<file path="src/verilog/mpsoc_cfg.svh">
`ifndef MPSOC_CFG_SVH
`define MPSOC_CFG_SVH

// Number of tiles on the shared link
`define MPSOC_NODES 4

// Flit payload width in bits
`define MPSOC_DATA_W 32

// Entries in every injection and event FIFO
`define MPSOC_FIFO_DEPTH 4

// Longest packet in flits
`define MPSOC_MAX_PKT_LEN 8

`endif

</file>
<file path="src/verilog/mpsoc_pkg.sv">
`include "mpsoc_cfg.svh"

package mpsoc_pkg;

  // Tile index
  typedef logic [1:0] node_id_t;

  // One flit on the link, source stamped by the sender
  typedef struct packed {
    node_id_t                  dest;
    node_id_t                  src;
    logic                      last;  // Final flit of the packet
    logic [`MPSOC_DATA_W-1:0]  data;
  } flit_t;

  // Reported once per sent packet
  typedef struct packed {
    node_id_t   src;
    node_id_t   dest;
    logic [3:0] len;  // Flits in the packet
  } dbg_event_t;

endpackage

</file>
<file path="src/verilog/flit_fifo.sv">
module flit_fifo #(
  parameter type T     = logic,
  parameter int  DEPTH = 4
) (
  input  logic clk,
  input  logic rst_n_i,
  input  logic in_valid_i,
  input  T     in_data_i,
  output logic in_ready_o,
  output logic out_valid_o,
  output T     out_data_o,
  input  logic out_ready_i
);

  localparam int PTR_W = (DEPTH > 1) ? $clog2(DEPTH) : 1;
  localparam int CNT_W = $clog2(DEPTH + 1);

  T                 mem [DEPTH];
  logic [PTR_W-1:0] wr_ptr;
  logic [PTR_W-1:0] rd_ptr;
  logic [CNT_W-1:0] count;
  logic             push;
  logic             pop;

  assign out_valid_o = (count != '0);
  assign in_ready_o  = (count != CNT_W'(DEPTH)) || out_ready_i;  // Full, but popping
  assign out_data_o  = mem[rd_ptr];

  assign push = in_valid_i && in_ready_o;
  assign pop  = out_valid_o && out_ready_i;

  always_ff @(posedge clk) begin
    if (push) begin
      mem[wr_ptr] <= in_data_i;
    end
  end

  always_ff @(posedge clk) begin
    if (!rst_n_i) begin
      wr_ptr <= '0;
      rd_ptr <= '0;
      count  <= '0;
    end else begin
      if (push) begin
        wr_ptr <= (wr_ptr == PTR_W'(DEPTH - 1)) ? '0 : wr_ptr + 1'b1;
      end
      if (pop) begin
        rd_ptr <= (rd_ptr == PTR_W'(DEPTH - 1)) ? '0 : rd_ptr + 1'b1;
      end
      if (push && !pop) begin
        count <= count + 1'b1;
      end else if (pop && !push) begin
        count <= count - 1'b1;
      end
    end
  end

  a_count_bound: assert property (@(posedge clk) disable iff (!rst_n_i)
    count <= CNT_W'(DEPTH));

  // Head entry must not move under a stalled consumer
  a_out_stable: assert property (@(posedge clk) disable iff (!rst_n_i)
    out_valid_o && !out_ready_i |=> out_valid_o && $stable(out_data_o));

endmodule

</file>
<file path="src/verilog/noc_tile.sv">
`include "mpsoc_cfg.svh"

module noc_tile import mpsoc_pkg::*; #(
  parameter node_id_t NODE_ID = 2'd0
) (
  input  logic                     clk,
  input  logic                     rst_n_i,

  input  logic                     inj_valid_i,
  input  node_id_t                 inj_dest_i,
  input  logic [`MPSOC_DATA_W-1:0] inj_data_i,
  input  logic                     inj_last_i,
  output logic                     inj_ready_o,

  output logic                     req_valid_o,
  output flit_t                    req_flit_o,
  input  logic                     req_ready_i,

  input  logic                     dlv_valid_i,
  input  flit_t                    dlv_flit_i,
  output logic                     dlv_ready_o,

  output logic                     rx_valid_o,
  output node_id_t                 rx_src_o,
  output logic [`MPSOC_DATA_W-1:0] rx_data_o,
  output logic                     rx_last_o,
  input  logic                     rx_ready_i,

  input  logic                     ring_in_valid_i,
  input  dbg_event_t               ring_in_event_i,
  output logic                     ring_in_ready_o,
  output logic                     ring_out_valid_o,
  output dbg_event_t               ring_out_event_o,
  input  logic                     ring_out_ready_i
);

  localparam int CNT_W = $clog2(`MPSOC_MAX_PKT_LEN + 1);

  flit_t      inj_flit;
  logic       fifo_valid;
  flit_t      fifo_flit;
  logic       send;
  logic       pkt_start;
  logic [CNT_W-1:0] pkt_cnt;  // Flits already sent of the current packet

  dbg_event_t evt_q;
  logic       evt_valid_q;
  logic       evt_in_ready;
  logic       evt_room;
  logic       evt_out_valid;
  dbg_event_t evt_out;
  logic       evt_out_ready;
  logic       sel_own;
  logic       own_hold_q;

  always_comb begin
    inj_flit      = '0;
    inj_flit.dest = inj_dest_i;
    inj_flit.src  = NODE_ID;
    inj_flit.last = inj_last_i;
    inj_flit.data = inj_data_i;
  end

  flit_fifo #(
    .T     (flit_t),
    .DEPTH (`MPSOC_FIFO_DEPTH)
  ) i_inj_fifo (
    .clk         (clk),
    .rst_n_i     (rst_n_i),
    .in_valid_i  (inj_valid_i),
    .in_data_i   (inj_flit),
    .in_ready_o  (inj_ready_o),
    .out_valid_o (fifo_valid),
    .out_data_o  (fifo_flit),
    .out_ready_i (send)
  );

  // A new packet only starts when its event is sure to find a slot
  assign pkt_start   = (pkt_cnt == '0);
  assign evt_room    = evt_in_ready && !evt_valid_q;
  assign req_valid_o = fifo_valid && (!pkt_start || evt_room);
  assign req_flit_o  = fifo_flit;
  assign send        = req_valid_o && req_ready_i;

  always_ff @(posedge clk) begin
    if (!rst_n_i) begin
      pkt_cnt     <= '0;
      evt_valid_q <= 1'b0;
    end else begin
      evt_valid_q <= send && fifo_flit.last;
      if (send) begin
        pkt_cnt <= fifo_flit.last ? '0 : pkt_cnt + 1'b1;
      end
    end
  end

  always_ff @(posedge clk) begin
    if (send && fifo_flit.last) begin
      evt_q.src  <= NODE_ID;
      evt_q.dest <= fifo_flit.dest;
      evt_q.len  <= 4'(pkt_cnt + 1'b1);
    end
  end

  flit_fifo #(
    .T     (dbg_event_t),
    .DEPTH (`MPSOC_FIFO_DEPTH)
  ) i_evt_fifo (
    .clk         (clk),
    .rst_n_i     (rst_n_i),
    .in_valid_i  (evt_valid_q),
    .in_data_i   (evt_q),
    .in_ready_o  (evt_in_ready),
    .out_valid_o (evt_out_valid),
    .out_data_o  (evt_out),
    .out_ready_i (evt_out_ready)
  );

  // Receive path is a straight pass-through
  assign rx_valid_o  = dlv_valid_i;
  assign rx_src_o    = dlv_flit_i.src;
  assign rx_data_o   = dlv_flit_i.data;
  assign rx_last_o   = dlv_flit_i.last;
  assign dlv_ready_o = rx_ready_i;

  // Upstream wins unless our own event is already on the ring output
  assign sel_own          = evt_out_valid && (!ring_in_valid_i || own_hold_q);
  assign ring_out_valid_o = ring_in_valid_i || evt_out_valid;
  assign ring_out_event_o = sel_own ? evt_out : ring_in_event_i;
  assign ring_in_ready_o  = ring_out_ready_i && !sel_own;
  assign evt_out_ready    = ring_out_ready_i && sel_own;

  always_ff @(posedge clk) begin
    if (!rst_n_i) begin
      own_hold_q <= 1'b0;
    end else begin
      own_hold_q <= sel_own && !ring_out_ready_i;  // Keep offer stable
    end
  end

  a_pkt_len: assert property (@(posedge clk) disable iff (!rst_n_i)
    pkt_cnt < CNT_W'(`MPSOC_MAX_PKT_LEN));

  a_evt_no_drop: assert property (@(posedge clk) disable iff (!rst_n_i)
    evt_valid_q |-> evt_in_ready);

endmodule

</file>
<file path="src/verilog/noc_link_arbiter.sv">
`include "mpsoc_cfg.svh"

module noc_link_arbiter import mpsoc_pkg::*; (
  input  logic                      clk,
  input  logic                      rst_n_i,

  input  logic  [`MPSOC_NODES-1:0]  req_valid_i,
  input  flit_t [`MPSOC_NODES-1:0]  req_flit_i,
  output logic  [`MPSOC_NODES-1:0]  req_ready_o,

  output logic  [`MPSOC_NODES-1:0]  dlv_valid_o,
  output flit_t                     dlv_flit_o,
  input  logic  [`MPSOC_NODES-1:0]  dlv_ready_i
);

  localparam int NODES = `MPSOC_NODES;

  logic             out_valid_q;
  flit_t            out_flit_q;
  node_id_t         rr_ptr_q;   // Highest priority requester
  logic             locked_q;   // Packet in progress
  node_id_t         lock_id_q;
  logic [NODES-1:0] grant;
  node_id_t         win_id;
  node_id_t         idx;
  logic             can_accept;
  logic             accept;

  // Output register frees up when its flit leaves this cycle
  assign can_accept = !out_valid_q || dlv_ready_i[out_flit_q.dest];

  always_comb begin
    grant  = '0;
    win_id = rr_ptr_q;
    idx    = rr_ptr_q;
    if (locked_q) begin
      win_id = lock_id_q;
    end else begin
      // Walk backwards so the closest requester after the pointer wins
      for (int k = NODES - 1; k >= 0; k--) begin
        idx = rr_ptr_q + node_id_t'(k);
        if (req_valid_i[idx]) begin
          win_id = idx;
        end
      end
    end
    grant[win_id] = req_valid_i[win_id];
  end

  assign req_ready_o = grant & {NODES{can_accept}};
  assign accept      = |grant && can_accept;

  always_ff @(posedge clk) begin
    if (!rst_n_i) begin
      out_valid_q <= 1'b0;
      rr_ptr_q    <= '0;
      locked_q    <= 1'b0;
      lock_id_q   <= '0;
    end else begin
      if (can_accept) begin
        out_valid_q <= accept;
      end
      if (accept) begin
        if (req_flit_i[win_id].last) begin
          locked_q <= 1'b0;
          rr_ptr_q <= win_id + 1'b1;
        end else begin
          locked_q  <= 1'b1;
          lock_id_q <= win_id;
        end
      end
    end
  end

  always_ff @(posedge clk) begin
    if (accept) begin
      out_flit_q <= req_flit_i[win_id];
    end
  end

  // Destination decode of the registered flit
  always_comb begin
    dlv_valid_o = '0;
    dlv_valid_o[out_flit_q.dest] = out_valid_q;
  end
  assign dlv_flit_o = out_flit_q;

  a_grant_onehot: assert property (@(posedge clk) disable iff (!rst_n_i)
    !locked_q && (req_valid_i != '0) |-> $onehot(grant));

  a_grant_locked: assert property (@(posedge clk) disable iff (!rst_n_i)
    accept && !req_flit_i[win_id].last |=> (grant == '0) || (grant == $past(grant)));

endmodule

</file>
<file path="src/verilog/mpsoc_top.sv">
`include "mpsoc_cfg.svh"

module mpsoc_top import mpsoc_pkg::*; (
  input  logic                                          clk,
  input  logic                                          rst_n_i,

  input  logic     [`MPSOC_NODES-1:0]                   inj_valid_i,
  input  node_id_t [`MPSOC_NODES-1:0]                   inj_dest_i,
  input  logic     [`MPSOC_NODES-1:0][`MPSOC_DATA_W-1:0] inj_data_i,
  input  logic     [`MPSOC_NODES-1:0]                   inj_last_i,
  output logic     [`MPSOC_NODES-1:0]                   inj_ready_o,

  output logic     [`MPSOC_NODES-1:0]                   rx_valid_o,
  output node_id_t [`MPSOC_NODES-1:0]                   rx_src_o,
  output logic     [`MPSOC_NODES-1:0][`MPSOC_DATA_W-1:0] rx_data_o,
  output logic     [`MPSOC_NODES-1:0]                   rx_last_o,
  input  logic     [`MPSOC_NODES-1:0]                   rx_ready_i,

  output logic                                          dbg_valid_o,
  output dbg_event_t                                    dbg_event_o,
  input  logic                                          dbg_ready_i
);

  localparam int NODES = `MPSOC_NODES;

  // Tiles <-> shared link
  logic  [NODES-1:0] req_valid;
  flit_t [NODES-1:0] req_flit;
  logic  [NODES-1:0] req_ready;
  logic  [NODES-1:0] dlv_valid;
  flit_t             dlv_flit;
  logic  [NODES-1:0] dlv_ready;

  // Debug ring
  logic       [NODES-1:0] ring_in_valid;
  dbg_event_t [NODES-1:0] ring_in_event;
  logic       [NODES-1:0] ring_in_ready;
  logic       [NODES-1:0] ring_out_valid;
  dbg_event_t [NODES-1:0] ring_out_event;
  logic       [NODES-1:0] ring_out_ready;

  assign ring_in_valid[0] = 1'b0;  // Head of the ring
  assign ring_in_event[0] = '0;

  // Meander order 0 -> 1 -> 3 -> 2
  assign ring_in_valid[1]  = ring_out_valid[0];
  assign ring_in_event[1]  = ring_out_event[0];
  assign ring_out_ready[0] = ring_in_ready[1];
  assign ring_in_valid[3]  = ring_out_valid[1];
  assign ring_in_event[3]  = ring_out_event[1];
  assign ring_out_ready[1] = ring_in_ready[3];
  assign ring_in_valid[2]  = ring_out_valid[3];
  assign ring_in_event[2]  = ring_out_event[3];
  assign ring_out_ready[3] = ring_in_ready[2];

  assign dbg_valid_o       = ring_out_valid[2];
  assign dbg_event_o       = ring_out_event[2];
  assign ring_out_ready[2] = dbg_ready_i;

  noc_link_arbiter i_link_arbiter (
    .clk         (clk),
    .rst_n_i     (rst_n_i),
    .req_valid_i (req_valid),
    .req_flit_i  (req_flit),
    .req_ready_o (req_ready),
    .dlv_valid_o (dlv_valid),
    .dlv_flit_o  (dlv_flit),
    .dlv_ready_i (dlv_ready)
  );

  for (genvar i = 0; i < NODES; i++) begin : gen_tile
    noc_tile #(
      .NODE_ID (node_id_t'(i))
    ) i_noc_tile (
      .clk              (clk),
      .rst_n_i          (rst_n_i),
      .inj_valid_i      (inj_valid_i[i]),
      .inj_dest_i       (inj_dest_i[i]),
      .inj_data_i       (inj_data_i[i]),
      .inj_last_i       (inj_last_i[i]),
      .inj_ready_o      (inj_ready_o[i]),
      .req_valid_o      (req_valid[i]),
      .req_flit_o       (req_flit[i]),
      .req_ready_i      (req_ready[i]),
      .dlv_valid_i      (dlv_valid[i]),
      .dlv_flit_i       (dlv_flit),
      .dlv_ready_o      (dlv_ready[i]),
      .rx_valid_o       (rx_valid_o[i]),
      .rx_src_o         (rx_src_o[i]),
      .rx_data_o        (rx_data_o[i]),
      .rx_last_o        (rx_last_o[i]),
      .rx_ready_i       (rx_ready_i[i]),
      .ring_in_valid_i  (ring_in_valid[i]),
      .ring_in_event_i  (ring_in_event[i]),
      .ring_in_ready_o  (ring_in_ready[i]),
      .ring_out_valid_o (ring_out_valid[i]),
      .ring_out_event_o (ring_out_event[i]),
      .ring_out_ready_i (ring_out_ready[i])
    );
  end

endmodule

</file>
<file path="config.mk">
export PLATFORM = sky130hd
export DESIGN_NAME = mpsoc_top
export DESIGN_NICKNAME = d
export VERILOG_FILES = /design/src/verilog/mpsoc_pkg.sv /design/src/verilog/flit_fifo.sv /design/src/verilog/noc_tile.sv /design/src/verilog/noc_link_arbiter.sv /design/src/verilog/mpsoc_top.sv
export VERILOG_INCLUDE_DIRS = /design/src /design/src/verilog
export SDC_FILE = /design/constraint.sdc
export NUM_CORES = 1
export LEC_CHECK = 0
export BUFFER_PORTS_ARGS = -buffer_cell sky130_fd_sc_hd__buf_4
export CAP_MARGIN = 20
export CORE_AREA = 2 2 252 254
export DETAILED_ROUTE_END_ITERATION = 6
export DIE_AREA = 0 0 254 256
export GPL_ROUTABILITY_DRIVEN = 0
export HOLD_SLACK_MARGIN = 0.03
export PLACE_DENSITY = 0.84
export SLEW_MARGIN = 25
export SYNTH_ARGS = -nofsm -noshare
export SYNTH_HDL_FRONTEND = slang
export SYNTH_SLANG_ARGS = --single-unit
</file>
<file path="constraint.sdc">
create_clock -name clk -period 4.6 [get_ports clk]
set_input_delay 0.92 -clock clk [delete_from_list [all_inputs] [get_ports clk]]
set_output_delay 0.92 -clock clk [all_outputs]
set_load 0.005 [all_outputs]
</file>
==> impl_results.html <==
<table>
<tr><th>Metric</th><th>Value</th></tr>
<tr><th colspan="2">Finish</th></tr>
<tr><td>Filler Cell Count</td><td>4319</td></tr>
<tr><td>Post-layout nets</td><td>2392</td></tr>
<tr><td>Storage element area</td><td>23560 um2</td></tr>
<tr><td>Area used by multi-input combinational logic</td><td>8308 um2</td></tr>
<tr><td>Fraction of layout cells with a size suffix above 1</td><td>0.2983</td></tr>
<tr><td>Area added between synthesis and finish</td><td>14.56%</td></tr>
<tr><th colspan="2">Worst setup path</th></tr>
<tr><td>Beginning of the critical path</td><td>gen_tile[2].i_noc_tile.pkt_cnt[0]</td></tr>
<tr><td>Worst Setup End Kind</td><td>primary output</td></tr>
<tr><td>R2r worst-path depth</td><td>15</td></tr>
<tr><td>Critical path startpoint category</td><td>flop</td></tr>
<tr><td>Crit path required time</td><td>3.68 ns</td></tr>
<tr><td>CP arrival</td><td>3.42 ns</td></tr>
<tr><td>CP endpoint</td><td>inj_ready_o[1]</td></tr>
<tr><td>Register-to-register path setup slack</td><td>0.68 ns</td></tr>
<tr><td>Worst flop-to-flop path startpoint</td><td>gen_tile[2].i_noc_tile.pkt_cnt[0]</td></tr>
<tr><td>CP Class</td><td>reg2out</td></tr>
<tr><td>Maximum fanout encountered on the critical timing path</td><td>6</td></tr>
<tr><td>Reg2Reg Capture Point</td><td>gen_tile[0].i_noc_tile.i_inj_fifo.count[2]</td></tr>
<tr><th colspan="2">Yosys</th></tr>
<tr><td>Synthesized net count</td><td>2195</td></tr>
<tr><td>Dominant synthesized flop cell</td><td>sky130_fd_sc_hd__edfxtp_1</td></tr>
<tr><td>Number of flip-flops and latches in the synthesized netlist</td><td>818</td></tr>
<tr><td>Number of distinct standard cells referenced by the synthesized netlist</td><td>73</td></tr>
<tr><td>Sequential share of the synthesized area</td><td>0.7038</td></tr>
<tr><td>Number of synthesized flops with an enable pin</td><td>717</td></tr>
<tr><td>Total of warnings raised by yosys</td><td>0</td></tr>
<tr><td>Syn Inst Count</td><td>1980</td></tr>
<tr><td>Synthesized area divided by synthesized cell count</td><td>16.90 um2</td></tr>
<tr><td>Area of the mapped netlist</td><td>33470 um2</td></tr>
<tr><td>Async set-reset flop share out of synthesis</td><td>0</td></tr>
<tr><th colspan="2">Global route</th></tr>
<tr><td>GR Util All Layers</td><td>0.2338</td></tr>
<tr><td>Vias in the first global route</td><td>18230</td></tr>
<tr><td>Global-route wire length before repair</td><td>112100 um</td></tr>
<tr><td>Congestion Overflow GR</td><td>0</td></tr>
<tr><td>Initial antenna violation count</td><td>14</td></tr>
<tr><td>Maximum number of pins on one net before global-route repair</td><td>54</td></tr>
<tr><th colspan="2">STA</th></tr>
<tr><td>Layout Skew</td><td>0.02104 ns</td></tr>
<tr><td>Highest Clock Rate</td><td>230.4 MHz</td></tr>
<tr><td>Period minus WS final</td><td>4.341 ns</td></tr>
<tr><td>Setup Viol. Count Final</td><td>0</td></tr>
<tr><td>Transition time of the tightest slew-check pin</td><td>0.9940 ns</td></tr>
<tr><td>Post-layout worst setup margin</td><td>0.2589 ns</td></tr>
<tr><td>Unrepaired setup endpoints after global routing</td><td>false</td></tr>
<tr><td>Hold Vio Cnt, Final</td><td>0</td></tr>
<tr><td>Headroom to the max-slew limit</td><td>0.3373</td></tr>
<tr><td>Total count of max-transition violations in the final report</td><td>0</td></tr>
<tr><td>Period Utilization, post-route</td><td>0.9437</td></tr>
<tr><td>Setup TNS</td><td>0 ns</td></tr>
<tr><th colspan="2">Power and ir drop</th></tr>
<tr><td>Clock network fraction of design power</td><td>0.250</td></tr>
<tr><td>Fraction of power spent switching nets</td><td>0.3393</td></tr>
<tr><td>LEAKAGE</td><td>13.40 nW</td></tr>
<tr><td>Combinational power share</td><td>0.335</td></tr>
<tr><td>P per Cell Area</td><td>670.7 nW/um2</td></tr>
<tr><td>Relative contribution of sequential cells to total power</td><td>0.415</td></tr>
<tr><td>Max IR drop VDD</td><td>0.5622 mV</td></tr>
<tr><td>Power spent charging and discharging nets</td><td>0.008726 W</td></tr>
<tr><td>P_int</td><td>0.01699 W</td></tr>
<tr><th colspan="2">Clock network</th></tr>
<tr><td>Number of buffers created by CTS</td><td>78</td></tr>
<tr><td>Number of H-tree branching levels</td><td>3</td></tr>
<tr><td>Clock-pin slew on the worst setup and hold paths</td><td>0.06 ns</td></tr>
<tr><td>Buffer count from post-CTS setup fixing</td><td>0</td></tr>
<tr><td># clock sinks</td><td>818</td></tr>
<tr><td>Root buffer selected by CTS</td><td>sky130_fd_sc_hd__clkbuf_16</td></tr>
<tr><td>Clock latency on the worst-skew pair</td><td>0.63 ns</td></tr>
<tr><td>Number of buffers on the longest clock path</td><td>3</td></tr>
<tr><td>CTS tree</td><td>done</td></tr>
<tr><th colspan="2">Floorplan</th></tr>
<tr><td>Core region area</td><td>62390 um2</td></tr>
<tr><td>Horizontal die dimension</td><td>254 um</td></tr>
<tr><td>Die area</td><td>65020 um2</td></tr>
<tr><td># rows</td><td>92</td></tr>
<tr><td>Initial standard-cell utilization of the core</td><td>0.5364</td></tr>
<tr><td>Top-level I/O count</td><td>308</td></tr>
<tr><td>Floorplan die height</td><td>256 um</td></tr>
<tr><th colspan="2">Min path</th></tr>
<tr><td>Startpoint of the worst hold path</td><td>inj_data_i[77]</td></tr>
<tr><td>Tightest Hold Check Type</td><td>in2reg</td></tr>
<tr><th colspan="2">Placement</th></tr>
<tr><td>Setup WS pre-CTS</td><td>0.3287 ns</td></tr>
<tr><td>Port Buffer Count</td><td>307</td></tr>
<tr><td>Detail Placement HPWL</td><td>49790 um</td></tr>
<tr><th colspan="2">Drt</th></tr>
<tr><td>Detailed router's first-iteration violation count</td><td>1935</td></tr>
<tr><td>Final antenna-violating net count</td><td>0</td></tr>
<tr><td>Overall via count from detail_route</td><td>17970</td></tr>
<tr><td>Avg WL per Cell</td><td>24.51 um</td></tr>
<tr><td>Post-route DRC</td><td>0</td></tr>
<tr><td>First drt pass iteration count</td><td>6</td></tr>
<tr><td>Total wire length</td><td>75800 um</td></tr>
<tr><td>Mean number of vias per cell</td><td>5.809</td></tr>
<tr><th colspan="2">Status</th></tr>
<tr><td>Status</td><td>complete, no violations</td></tr>
<tr><th colspan="2">Flow run</th></tr>
<tr><td>Max Cap Viol</td><td>0</td></tr>
</table>
-- final cells by class --
class	count	share of cell area
repair buffers	344	0.06768
flip-flops and latches	818	0.6146
clock buffers	106	0.05714
clock inverters	36	0.01008
well taps	846	0.02761
multi-input cells	877	0.2167
diodes	8	0.0005221
inverters	58	0.005678
-- cells in the final DEF (no fill, tap or decap), drive strengths merged, types with 3 or more instances in the layout --
cell type,count
nand3,22
o31ai,4
nor2b,4
mux2i,22
a22oi,6
and2,29
edfxtp,717
nor3b,4
o21a,3
xnor2,5
and3,45
or4b,3
clkinv,24
nand4,4
dfxtp,101
fa,8
or3,17
mux4,165
nor2,93
a21oi,51
a211oi,5
o21ai,35
o211ai,5
ha,56
nor3,20
nor4,4
bufinv,6
nand2,174
diode,8
xor2,20
a31oi,39
clkbuf,106
a21o,4
inv,63
buf,344
-- cells in the mapped netlist (4+ instances only) --
master | count | area share
sky130_fd_sc_hd__a21o_1 | 4 | 0.00090
sky130_fd_sc_hd__a21oi_1 | 50 | 0.0075
sky130_fd_sc_hd__a22oi_1 | 6 | 0.0013
sky130_fd_sc_hd__a31oi_1 | 38 | 0.0071
sky130_fd_sc_hd__and2_1 | 29 | 0.0054
sky130_fd_sc_hd__and3_1 | 45 | 0.0084
sky130_fd_sc_hd__buf_1 | 7 | 0.00079
sky130_fd_sc_hd__buf_2 | 12 | 0.0018
sky130_fd_sc_hd__buf_4 | 149 | 0.033
sky130_fd_sc_hd__clkbuf_1 | 58 | 0.0065
sky130_fd_sc_hd__dfxtp_1 | 101 | 0.060
sky130_fd_sc_hd__edfxtp_1 | 717 | 0.64
sky130_fd_sc_hd__fa_1 | 8 | 0.0048
sky130_fd_sc_hd__ha_1 | 56 | 0.021
sky130_fd_sc_hd__inv_1 | 53 | 0.0059
sky130_fd_sc_hd__inv_2 | 5 | 0.00056
sky130_fd_sc_hd__mux2i_1 | 22 | 0.0066
sky130_fd_sc_hd__mux4_2 | 165 | 0.11
sky130_fd_sc_hd__nand2_1 | 173 | 0.019
sky130_fd_sc_hd__nand3_1 | 22 | 0.0033
sky130_fd_sc_hd__nand4_1 | 4 | 0.00075
sky130_fd_sc_hd__nor2_1 | 93 | 0.010
sky130_fd_sc_hd__nor2b_1 | 4 | 0.00075
sky130_fd_sc_hd__nor3_1 | 14 | 0.0021
sky130_fd_sc_hd__nor3_4 | 4 | 0.0019
sky130_fd_sc_hd__o211ai_1 | 4 | 0.00090
sky130_fd_sc_hd__o21ai_0 | 31 | 0.0046
sky130_fd_sc_hd__o21ai_1 | 4 | 0.00060
sky130_fd_sc_hd__or3_1 | 16 | 0.0030
sky130_fd_sc_hd__xnor2_1 | 5 | 0.0013
sky130_fd_sc_hd__xor2_1 | 20 | 0.0052
-- worst min path at each step --
stage                                                              end  slack [ns]  cells after the start
after floorplan                                                   flop        0.45                      2
after global placement                                            flop        0.47                      2
after detailed placement   gen_tile[2].i_noc_tile.i_evt_fifo.mem[1][0]        0.48                      0
after CTS                 gen_tile[0].i_noc_tile.i_inj_fifo.mem[3][12]        0.46                      1
after global routing       gen_tile[0].i_noc_tile.i_inj_fifo.mem[0][9]        0.45                      1
final                     gen_tile[2].i_noc_tile.i_inj_fifo.mem[1][13]        0.49                      1
-- through the flow --
step / instances / hold slack (ns) / instance area (um2) / util / power (W)
detailed placement: 2943 / 0.4838 / 35720 / 0.5725 / 0.01929
global route: 3091 / 0.4529 / 38340 / 0.6145 / 0.02686
finish: 3093 / 0.4852 / 38340 / 0.6145 / 0.02571
floorplan: 1980 / 0.4541 / 33470 / - / 0.01631
CTS: 3085 / 0.4556 / 38300 / 0.6139 / 0.02580
global placement: 2943 / 0.4684 / 35720 / 0.5725 / 0.01894
-- power groups by stage --
stage          logic [W]  clock network, W  registers, W
6_report         0.00862           0.00643        0.0107
5_1_grt          0.00925           0.00680        0.0108
4_1_cts          0.00863           0.00650        0.0107
3_5_place_dp     0.00849                 0        0.0108
3_3_place_gp     0.00826                 0        0.0107
2_1_floorplan    0.00604                 0        0.0103
-- critical path, stage by stage (launching register included) --
cell                        delay, ns
sky130_fd_sc_hd__dfxtp_1         0.39
sky130_fd_sc_hd__inv_1           0.08
sky130_fd_sc_hd__ha_1            0.20
sky130_fd_sc_hd__nor3b_4         0.16
sky130_fd_sc_hd__o2111ai_1       0.31
sky130_fd_sc_hd__o211ai_1        0.16
sky130_fd_sc_hd__a211oi_2        0.46
sky130_fd_sc_hd__or3_1           0.25
sky130_fd_sc_hd__o21ai_0         0.08
sky130_fd_sc_hd__nor2b_1         0.15
sky130_fd_sc_hd__inv_2           0.11
sky130_fd_sc_hd__nand3_1         0.21
sky130_fd_sc_hd__buf_4           0.21
-- registers in the layout (all words and copies together) (netlist names), named ones only --
register / cells
gen_tile.i_noc_tile.i_inj_fifo.count: 12
gen_tile.i_noc_tile.i_inj_fifo.wr_ptr: 8
gen_tile.i_noc_tile.i_inj_fifo.mem: 560
gen_tile.i_noc_tile.i_inj_fifo.rd_ptr: 8
i_link_arbiter.rr_ptr_q: 2
gen_tile.i_noc_tile.evt_q: 24
gen_tile.i_noc_tile.own_hold_q: 3
i_link_arbiter.dlv_flit_o: 37
gen_tile.i_noc_tile.i_evt_fifo.rd_ptr: 8
gen_tile.i_noc_tile.evt_valid_q: 4
i_link_arbiter.locked_q: 1
gen_tile.i_noc_tile.i_evt_fifo.mem: 96
i_link_arbiter.lock_id_q: 2
gen_tile.i_noc_tile.pkt_cnt: 16
gen_tile.i_noc_tile.i_evt_fifo.wr_ptr: 8
i_link_arbiter.out_valid_q: 1
gen_tile.i_noc_tile.i_evt_fifo.count: 12
-- per-layer routing --
metal,up-vias,wire (um),GRT usage,share of wire
met5,-,88,0,0.0012
met4,14,2125,0.07859,0.028
met3,132,6195,0.04851,0.082
met2,852,40140,0.4025,0.53
met1,9107,27250,0.2957,0.36
li1,7862,-,-,-
-- kinds of logic after synthesis --
logic type,count (synthesis),synth area share
AO/OA/AOI/OAI,172,0.03454
multiplexers,187,0.1176
adder cells (fa/ha/maj),64,0.02572
flip-flops,818,0.7038
buffers and inverters,285,0.04935
XOR/XNOR,25,0.006543
AND/OR/NAND/NOR,429,0.06247
-- what timing repair did --
action	4_1_cts	5_1_grt
gates resized for setup	1	2
hold buffers	0	0
setup endpoints to repair	1	2
No activity file was read; power rests on OpenSTA's default activity.
